$ cat src/fc_cfg.svh
`ifndef FC_CFG_SVH
`define FC_CFG_SVH

// Stream word and element widths
`define FC_WORD_W 32
`define FC_BYTE_W 8

// One lane per byte of a stream word
`define FC_LANES 4

// MAC datapath
`define FC_ACC_W 28
`define FC_MUL_STAGES 8

// Buffer depth is 2**FC_ADDR_W words
`define FC_ADDR_W 10

// Byte count on the size port
`define FC_SIZE_W 21

// Quantizer right shift before saturation to int8
`define FC_OUT_SHIFT 6

// Argmax index width
`define FC_IDX_W 10

`endif

$ cat src/fc_pkg.sv
`include "fc_cfg.svh"

package fc_pkg;

  typedef logic [`FC_WORD_W-1:0] word_t;
  typedef logic signed [`FC_BYTE_W-1:0] elem_t;
  typedef logic signed [`FC_ACC_W-1:0] acc_t;
  typedef logic [`FC_ADDR_W-1:0] addr_t;
  typedef logic [`FC_IDX_W-1:0] idx_t;

  // One-hot load command
  typedef logic [2:0] cmd_t;
  localparam int CMD_FEAT = 0;
  localparam int CMD_BIAS = 1;
  localparam int CMD_WGT = 2;

  typedef enum logic [2:0] {
    ST_IDLE,
    ST_RX_F,
    ST_RX_B,
    ST_RX_W,
    ST_READ,
    ST_FEED,
    ST_DRAIN,
    ST_SEND
  } state_t;

endpackage

$ cat src/fc_ctrl.sv
`timescale 1ns/10ps
`include "fc_cfg.svh"

module fc_ctrl (
  input  logic                  clk,
  input  logic                  rstn,
  input  fc_pkg::cmd_t          command,
  input  logic                  fc_start,
  input  logic [`FC_SIZE_W-1:0] size,
  input  logic                  s_tvalid,
  input  logic                  m_tvalid,
  input  logic                  m_tready,
  input  logic                  feed_busy,
  input  logic                  acc_done,
  output logic                  s_tready,
  output logic                  f_writedone,
  output logic                  b_writedone,
  output logic                  w_writedone,
  output logic                  f_we,
  output logic                  b_we,
  output logic [`FC_LANES-1:0]  w_we,
  output logic                  mem_en,
  output fc_pkg::addr_t         f_addr,
  output fc_pkg::addr_t         b_addr,
  output fc_pkg::addr_t         w_addr,
  output logic                  feed_load,
  output logic                  feed_first,
  output logic                  feed_last,
  output logic                  last_group,
  output logic                  compute_start,
  output logic                  fc_done
);
  import fc_pkg::*;

  localparam int LANES = `FC_LANES;
  localparam int RXW = `FC_SIZE_W - 2;

  state_t state;
  logic [RXW-1:0] rx_cnt;
  logic [RXW-1:0] rx_last;
  addr_t n_in_m1;
  addr_t n_grp_m1;
  // Column inside a weight row, or feature word during compute
  addr_t col;
  // Start of the current row block in each weight buffer
  addr_t base;
  addr_t grp;
  logic [$clog2(LANES)-1:0] lane;
  logic accept;
  logic rx_end;
  logic row_end;

  ////////////////////////////////////////////////////////////
  // Stream and buffer strobes
  ////////////////////////////////////////////////////////////
  assign s_tready = (state == ST_RX_F) || (state == ST_RX_B) || (state == ST_RX_W);
  assign accept = s_tvalid && s_tready;
  assign rx_end = accept && (rx_cnt == rx_last);
  assign row_end = (col == n_in_m1);

  assign f_we = accept && (state == ST_RX_F);
  assign b_we = accept && (state == ST_RX_B);
  assign w_we = (accept && state == ST_RX_W) ? (LANES'(1) << lane) : '0;
  assign mem_en = accept || (state == ST_READ);

  assign f_addr = col;
  assign b_addr = (state == ST_RX_B) ? col : grp;
  assign w_addr = base + col;

  // Feed handshake, one load per feature word
  assign feed_load = (state == ST_FEED) && !feed_busy;
  assign feed_first = (col == '0);
  assign feed_last = row_end;
  assign last_group = (grp == n_grp_m1);

  ////////////////////////////////////////////////////////////
  // FSM
  ////////////////////////////////////////////////////////////
  always_ff @(posedge clk) begin
    if (!rstn) begin
      state <= ST_IDLE;
      f_writedone <= 1'b0;
      b_writedone <= 1'b0;
      w_writedone <= 1'b0;
      compute_start <= 1'b0;
      fc_done <= 1'b0;
      rx_cnt <= '0;
      col <= '0;
      base <= '0;
      grp <= '0;
      lane <= '0;
    end else begin
      compute_start <= 1'b0;
      fc_done <= 1'b0;
      case (state)
        ST_IDLE: begin
          if (fc_start) begin
            rx_cnt <= '0;
            rx_last <= size[`FC_SIZE_W-1:2] - RXW'(1);
            col <= '0;
            base <= '0;
            lane <= '0;
            if (command[CMD_FEAT] && !f_writedone) begin
              n_in_m1 <= size[`FC_ADDR_W+1:2] - addr_t'(1);
              state <= ST_RX_F;
            end else if (command[CMD_BIAS] && !b_writedone) begin
              n_grp_m1 <= size[`FC_ADDR_W+1:2] - addr_t'(1);
              state <= ST_RX_B;
            end else if (command[CMD_WGT] && !w_writedone) begin
              state <= ST_RX_W;
            end
          end
        end
        ST_RX_F, ST_RX_B: begin
          if (accept) begin
            rx_cnt <= rx_cnt + RXW'(1);
            col <= col + addr_t'(1);
            if (rx_end) begin
              state <= ST_IDLE;
              if (state == ST_RX_F) begin
                f_writedone <= 1'b1;
              end else begin
                b_writedone <= 1'b1;
              end
            end
          end
        end
        ST_RX_W: begin
          if (accept) begin
            rx_cnt <= rx_cnt + RXW'(1);
            if (row_end) begin
              // Next row goes to the next lane
              col <= '0;
              lane <= lane + 1'b1;
              if (&lane) begin
                base <= base + n_in_m1 + addr_t'(1);
              end
            end else begin
              col <= col + addr_t'(1);
            end
            if (rx_end) begin
              w_writedone <= 1'b1;
              compute_start <= 1'b1;
              col <= '0;
              base <= '0;
              grp <= '0;
              state <= ST_READ;
            end
          end
        end
        ST_READ: begin
          state <= ST_FEED;
        end
        ST_FEED: begin
          if (!feed_busy) begin
            if (row_end) begin
              state <= ST_DRAIN;
            end else begin
              col <= col + addr_t'(1);
              state <= ST_READ;
            end
          end
        end
        ST_DRAIN: begin
          if (acc_done) begin
            state <= ST_SEND;
          end
        end
        ST_SEND: begin
          // Hold the next group until the result word is taken
          if (m_tvalid && m_tready) begin
            if (last_group) begin
              fc_done <= 1'b1;
              state <= ST_IDLE;
            end else begin
              grp <= grp + addr_t'(1);
              base <= base + n_in_m1 + addr_t'(1);
              col <= '0;
              state <= ST_READ;
            end
          end
        end
        default: begin
          state <= ST_IDLE;
        end
      endcase
    end
  end

endmodule

$ cat config.mk
export PLATFORM = sky130hd
export DESIGN_NAME = fc_ctrl
export DESIGN_NICKNAME = d
export VERILOG_FILES = /design/src/fc_pkg.sv /design/src/fc_ctrl.sv
export VERILOG_INCLUDE_DIRS = /design/src
export SDC_FILE = /design/constraint.sdc
export NUM_CORES = 1
export LEC_CHECK = 0
export BUFFER_PORTS_ARGS = -buffer_cell sky130_fd_sc_hd__clkbuf_2
export CAP_MARGIN = 20
export CORE_MARGIN = 10
export CORE_UTILIZATION = 40
export CTS_CLUSTER_DIAMETER = 150
export DETAILED_ROUTE_END_ITERATION = 8
export PLACE_DENSITY = 0.59
export SETUP_SLACK_MARGIN = 0.02
export SLEW_MARGIN = 20
export SYNTH_ARGS = -nofsm -noshare
export SYNTH_HDL_FRONTEND = slang
export SYNTH_SLANG_ARGS = --single-unit
export TNS_END_PERCENT = 5
$ cat constraint.sdc
create_clock -name clk -period 4.9 [get_ports clk]
set_clock_uncertainty 0.15 [all_clocks]
set_input_delay 0 -clock clk [delete_from_list [all_inputs] [get_ports clk]]
set_output_delay 0 -clock clk [all_outputs]
set_load 0.01 [all_outputs]
==> results of run 1 <==
-- flip-flops by register name (all words and copies together), names as in the netlist --
| signal | cells |
|---|---|
| rx_cnt | 19 |
| rx_last | 19 |
| base | 10 |
| f_addr | 10 |
| grp | 10 |
| n_grp_m1 | 10 |
| n_in_m1 | 10 |
| state | 3 |
| lane | 2 |
| b_writedone | 1 |
| compute_start | 1 |
| f_writedone | 1 |
| fc_done | 1 |
| w_writedone | 1 |
-- worst max-delay path: stages (launching register included) --
cell	delay [ns]
dfxtp_1	0.87
nor2_2	0.26
a222oi_1	0.46
buf_4	0.25
inv_2	0.07
a211o_1	0.45
or4_1	0.57
a21oi_1	0.16
-- routing by layer --
metal  vias to the layer above  routed length [microns]
li1                       2423                        -
met1                      2319                     6986
met2                       123                     7280
met3                        13                      857
met4                         0                      167
met5                         -                        0
-- cells in the final DEF, fill, tap and decap left out, drive strengths merged, types with 3 or more instances in the layout --
master	n
and3	13
edfxtp	39
a211oi	5
nor4	14
buf	3
nand2	62
mux2	10
mux2i	3
ha	27
nor3	21
o21ai	7
a21oi	25
xor2	63
and4	3
o31ai	10
nand2b	9
xnor2	35
clkbuf	85
nand3	34
dfxtp	59
nand4	12
and2	4
nor2b	5
o21a	5
dlygate4sd3	31
or4	5
inv	28
or3	4
nand3b	3
nor2	80
-- cell families (layout without fill, tap and decap cells) --
logic type / Yosys count / after routing / synth area share
AO/OA/AOI/OAI: 71 / 71 / 0.08758
buffers and inverters: 43 / 149 / 0.02905
adder cells (fa/ha/maj): 29 / 29 / 0.06547
flip-flops: 98 / 98 / 0.4075
multiplexers: 13 / 13 / 0.02471
XOR/XNOR: 98 / 98 / 0.1487
AND/OR/NAND/NOR: 276 / 276 / 0.2369
-- stage by stage --
stage                       util  power, W  hold slack (ns)  instance area [sq um]
after floorplan                -  0.001445         -0.09962                   5772
after global placement    0.4517  0.001625           0.1167                   6319
after detailed placement  0.4517  0.001644           0.1161                   6319
after CTS                 0.4957  0.002418          0.01799                   6934
after global routing      0.4964  0.002535          0.06732                   6944
final                     0.4964  0.002404          0.04743                   6944
-- how the worst min path moves through the flow --
stage | to | slack, ns | cells after the start
after global placement | feed_load | 0.12 | 3
after CTS | b_writedone$_SDFFE_PN0P_ | 0.02 | 2
final | rx_last[1]$_DFFE_PP_ | 0.05 | 4
after detailed placement | feed_load | 0.12 | 3
after floorplan | feed_load | -0.1 | 1
after global routing | rx_last[1]$_DFFE_PP_ | 0.07 | 4
-- repair_timing --
| item | CTS | global route |
|---|---|---|
| hold buffers | 30 | 1 |
| setup endpoints to repair | 0 | 0 |
| hold endpoints to repair | 39 | 2 |
-- power by group --
group	switching, W	total [W]	internal, W
Sequential	0.0000818	0.000994	0.000913
Clock	0.000350	0.000762	0.000412
Combinational	0.000419	0.000647	0.000228
Total	0.000851	0.00240	0.00155
-- final cells by class --
class | instances | area share
timing repair buffer | 110 | 0.1027
multi-input combinational | 487 | 0.4683
tap | 180 | 0.03243
clock buffer | 9 | 0.03243
sequential | 98 | 0.3387
clock inverter | 7 | 0.01297
inverter | 23 | 0.01243
==> key figures, run 1 <==
Global route
  – Met1 GRT Util: 0.1952
  – Global-route wire length before repair: 24,640 microns
  – Largest net degree at the start of global routing: 24
  – Total track usage: 0.1536
  – Met3 global-route usage: 0.03617
  – Grt peak-use layer: met2
  – Via count of the first global-routing pass: 4,752
  – Initial antenna violation count: 0
  – Total congestion overflow: 0
  – Routing usage on met2: 0.2514

Worst setup path
  – Crit path max fanout: 23
  – WP data required: 5.04 ns
  – R2r setup slk: 1.59 ns
  – Crit end category: register
  – R2R depth: 7
  – RR Startpoint: state[2]$_SDFFE_PN0P_
  – WP data arrival: 3.45 ns
  – Worst Setup EP: base[8]$_SDFFE_PN0P_
  – Reg-to-Reg End: base[8]$_SDFFE_PN0P_
  – Crit Path Category: reg2reg
  – Worst Setup SP: state[2]$_SDFFE_PN0P_
  – Startpoint Class: register

Floorplanning
  – Overall die width: 140.1 microns
  – Starting Density: 0.4126
  – # rows: 43
  – Boundary pin count: 79
  – Die area: roughly 20,000 sq um
  – Die H: 140.1 microns
  – CORE AREA: 13,990 sq um

CTS
  – CTS root buffer: clkbuf_16
  – CTS Buf Count: 9
  – Postcts setup bufs: 0
  – Clock Path Buffers: 2
  – CTS tree: built
  – Worst-Skew Late Latency: 0.36 ns
  – Worst-path clk slew: ~0.070 ns
  – CTS HTree Levels: 3
  – CTS sink cnt: 98
  – Post-cts sizing count: 0

Routing
  – Vias: 4,878
  – Initial DRT Pass Iterations: 5
  – Routed WL: 15,290 microns
  – Iteration-0 DRC Markers: 504
  – Final ANT Viol Nets: 0
  – DR DRC count: 0
  – Wire per inst: approximately 17 microns
  – Vias per cell: around 5.3

Synth
  – Sequential fraction of the synthesis area: 0.4075
  – Synth Warn #: 0
  – Mapped Nets: 689
  – Async set or reset register ratio after synthesis: 0
  – Yosys cell types: 60
  – Post-synth top area cell: dfxtp_1
  – Number of flops mapped to enable cells by yosys: 39
  – Predominant post-synthesis flop cell: dfxtp_1
  – Top cells by count, synth: 79 x nor2_1, 63 x xor2_1, 61 x nand2_1
  – Area share of the largest cell type after synthesis: 0.2046
  – Count leader, synth: nor2_1
  – Top cells by area, synth: dfxtp_1 20%, edfxtp_1 20%, xor2_1 9.6%, ha_1 5.9%, xnor2_1 5.3%
  – Cell count after synthesis: ~630
  – Cell area after synthesis: 5772 sq um
  – Seq cells post-synth: 98
  – Syn_area_per_cell: 9.191 sq um

STA
  – Slew Limit Headroom: 0.3837
  – Max-slew violations: 0
  – RSZ-0062 raised after global routing: false
  – Count of final setup violators: 0
  – Worst slew pin tran: 0.9211 ns
  – Setup TNS: 0 ns
  – Fmax: 301.9 MHz
  – Final Cycle Share: 0.6761
  – Final WS setup: ~1.6 ns
  – Min Tclk post-route: roughly 3.3 ns
  – Final Hold Vio Count: 0

Pwr
  – Pwr dens: roughly 350 nW/um^2
  – Max IR drop VDD: around 210 uV
  – Lkg Pwr: 2.777 nW

Layout
  – Number of fillers in the final layout: 1,330
  – Layout area overhead: 20.31%
  – Area of the multi-input gates: 3252 sq um
  – Final #Nets: 790
  – Final non-filler cell total: 914
  – Antenna diode count: 0
  – Share of layout cells above drive strength 1: 0.1635
  – Seq. cell area: 2352 sq um

Min path
  – Hold Crit Class: in2reg
  – Worst Hold Launch: size[3]

Placement
  – Dpl cells: about 870
  – Port Buffers: 76
  – RePlAce Congestion: around 0.9
  – Pre-CTS setup slack: 1.638 ns
  – Hpwl dp: between 10,000 and 15,000 microns

Job
  – Max cap viols: 0

Outcome
  – Status: completed
No activity file was read; power rests on OpenSTA's default activity.
==> run 2, diff against run 1 <==
--- a/config.mk
+++ b/config.mk
@@ -12,7 +12,7 @@
 export CORE_UTILIZATION = 40
 export CTS_CLUSTER_DIAMETER = 150
 export DETAILED_ROUTE_END_ITERATION = 8
-export PLACE_DENSITY = 0.59
+export PLACE_DENSITY = 0.61
 export SETUP_SLACK_MARGIN = 0.02
 export SLEW_MARGIN = 20
 export SYNTH_ARGS = -nofsm -noshare
==> constraint.sdc (replaced) <==
create_clock -name clk -period 2.7 [get_ports clk]
set_clock_uncertainty 0.15 [all_clocks]
set_input_delay 0 -clock clk [delete_from_list [all_inputs] [get_ports clk]]
set_output_delay 0 -clock clk [all_outputs]
set_load 0.01 [all_outputs]
==> run 2 against run 1 <==
Effect of this change:
- flip-flop and latch count unchanged
- highest routed layer unchanged
- worst setup slack got worse by 1.4 ns
- sequential power up 77%
- via count grew 3.5%
- first-iteration DRC count increased by 2.6%
- wire length is 2.9% higher
- cell count is 3.5% higher
==> key figures, run 2 (synthesis results as in run 1) <==
Outcome
  – Status: completed

Worst setup path
  – WP data required: 2.83 ns (-2.21 ns)
  – Crit path max fanout: 4 (-83%)
  – Slowest CP cell: or4_1
  – Critical path's top delay family: simple AND/OR/NAND/NOR gates
  – Crit-path cells: xor2_1 > nor4_2 > nand3_2 > o31a_1 > a211o_1 > or4_1 > a21oi_1
  – Crit Path Category: reg2reg
  – Max incr delay on CP: 0.54 ns (-0.33 ns)
  – WP buf/inv: 0 (-2)
  – Crit end category: register
  – WP data arrival: 2.69 ns (-0.76 ns)
  – Startpoint Class: register

Layout
  – Share of layout cells above drive strength 1: 0.2180 (+0.05453)
  – Post-route cell area: 7219 sq um (+4.0%)
  – Final non-filler cell total: 946 (+3.5%)
  – Antenna diode count: 0 (unchanged)
  – Commonest cells after routing, fill and taps aside: 79 x nor2_1, 76 x clkbuf_2, 63 x xor2_1
  – Final #Nets: 822 (+4.1%)
  – Layout area overhead: 25.08%
  – Regs by FF count: rx_cnt (19), rx_last (19)
  – Commonest non-fill, non-tap cell in the layout: nor2_1

Routing
  – DR DRC count: 0 (unchanged)
  – Routed WL: 15,740 microns (+2.9%)
  – Vias per cell: 5.338 (about the same)
  – Final ANT Viol Nets: 0 (unchanged)
  – Vias: 5,050 (+3.5%)
  – Iteration-0 DRC Markers: 517 (+2.6%)
  – Wire per inst: 16.64 microns (-0.54%)
  – Initial DRT Pass Iterations: 5 (unchanged)

CTS
  – CTS tree: built
  – CTS Buf Count: 9 (unchanged)
  – CTS HTree Levels: 3 (unchanged)
  – CTS root buffer: clkbuf_16
  – Worst-path clk slew: 0.07 ns (about the same)
  – Clock Path Buffers: 2 (unchanged)
  – Worst-Skew Late Latency: 0.36 ns (about the same)
  – CTS sink cnt: 98 (unchanged)

STA
  – Final Hold Vio Count: 0 (unchanged)
  – Min Tclk post-route: 2.558 ns (-0.7549 ns)
  – Count of final setup violators: 0 (unchanged)
  – Hold WS: 0.02915 ns (-0.01828 ns)
  – Max-slew violations: 0 (unchanged)
  – Setup TNS: 0 ns (unchanged)
  – RSZ-0062 raised after global routing: true
  – Fmax: 391.0 MHz (+30%)
  – Slew Limit Headroom: 0.5869 (+0.2033)
  – Final Cycle Share: 0.9473 (+0.2713)
  – Worst slew pin tran: 0.6131 ns (-0.3080 ns)

Floorplanning
  – Overall die width: 140.1 microns (unchanged)
  – Die H: 140.1 microns (unchanged)
  – # rows: 43 (unchanged)
  – CORE AREA: 13,990 sq um (unchanged)
  – Starting Density: 0.4126 (unchanged)
  – Die area: 19,630 sq um (unchanged)
  – Boundary pin count: 79 (unchanged)

Global route
  – Via count of the first global-routing pass: 5,096 (+7.2%)
  – Global-route wire length before repair: 25,920 microns (+5.2%)
  – Initial antenna violation count: 0 (unchanged)
  – Largest net degree at the start of global routing: 21 (-13%)
  – Total track usage: 0.1609 (+0.007331)
  – Total congestion overflow: 0 (unchanged)

Min path
  – Hold Crit Class: in2reg

Pwr
  – Pwr dens: 619.0 nW/um^2 (+79%)
  – Max IR drop VDD: 374.3 uV (+77%)
  – Lkg Pwr: 2.949 nW (+6.2%)

Job
  – Max cap viols: 0 (unchanged)

Placement
  – RePlAce Congestion: 0.9660 (+6.9%)
  – Dpl cells: 900 (+3.8%)
  – Port Buffers: 76 (unchanged)
  – Post-DP Area: 6566 sq um (+3.9%)
  – Hpwl dp: 12,260 microns (+5.6%)
run 2: cell count changes in the layout (fill, tap and decap cells not counted), moves of 3 or more:
cell     previous run  this run
dfxtp_1            59        56
nor4_1             11         8
nor4_2              3         6
buf_4               3        37
run 2: per-layer routing:
layer | GRT usage | routed length (microns) | up-vias
met3 | 0.03482 | 924 | 28
met5 | 0 | 0 | -
li1 | - | - | 2478
met2 | 0.2519 | 7305 | 157
met1 | 0.2095 | 7168 | 2387
met4 | 0.06630 | 343 | 0
run 2: what timing repair did:
item / in CTS / in global routing
pin swaps: 0 / 2
gates resized for setup: 2 / 13
gates cloned: 0 / 0
hold buffers: 29 / 0
setup buffers: 0 / 1
hold endpoints to repair: 43 / 0
setup endpoints to repair: 3 / 8
run 2: cell type report:
type	count	area, sq um
clock buffer	9	225.2
sequential	98	2359
timing repair buffer	142	948.4
tap	180	225.2
inverter	23	86.33
multi-input combinational	487	3301
clock inverter	7	75.07
fill	1298	6769
run 2: stage by stage:
| step | total power [W] | utilization | worst slack [ns] |
|---|---|---|---|
| 5_1_grt | 0.004730 | 0.5161 | 0.01791 |
| 2_1_floorplan | 0.002622 | - | 0.1513 |
| 4_1_cts | 0.004480 | 0.5123 | 0.03465 |
| 6_report | 0.004469 | 0.5161 | 0.1422 |
| 3_5_place_dp | 0.003153 | 0.4694 | 0.1216 |
| 3_3_place_gp | 0.003124 | 0.4694 | 0.1373 |
run 2: worst paths after layout:
path | startpoint | cells after the start | endpoint | slack (ns)
max | rx_last[8]$_DFFE_PP_ | 7 | base[8]$_SDFFE_PN0P_ | 0.14
min | size[5] | 4 | n_grp_m1[4]$_DFFE_PP_ | 0.03
max reg2reg | rx_last[8]$_DFFE_PP_ | 7 | base[8]$_SDFFE_PN0P_ | 0.14
min reg2reg | base[0]$_SDFFE_PN0P_ | 2 | base[0]$_SDFFE_PN0P_ | 0.33
run 2: where the power goes:
group / internal (W) / switching (W) / total, W
registers: 0.00166 / 0.0000990 / 0.00176
logic: 0.000560 / 0.000858 / 0.00142
clock network: 0.000659 / 0.000634 / 0.00129
run 2: worst min-delay path: cells and delay by family:
kind | cells | cell delay [ns]
xor gates and xnor gates | 1 | 0.12
and+or+nand+nor | 2 | 0.12
buffers and inverters | 1 | 0.10
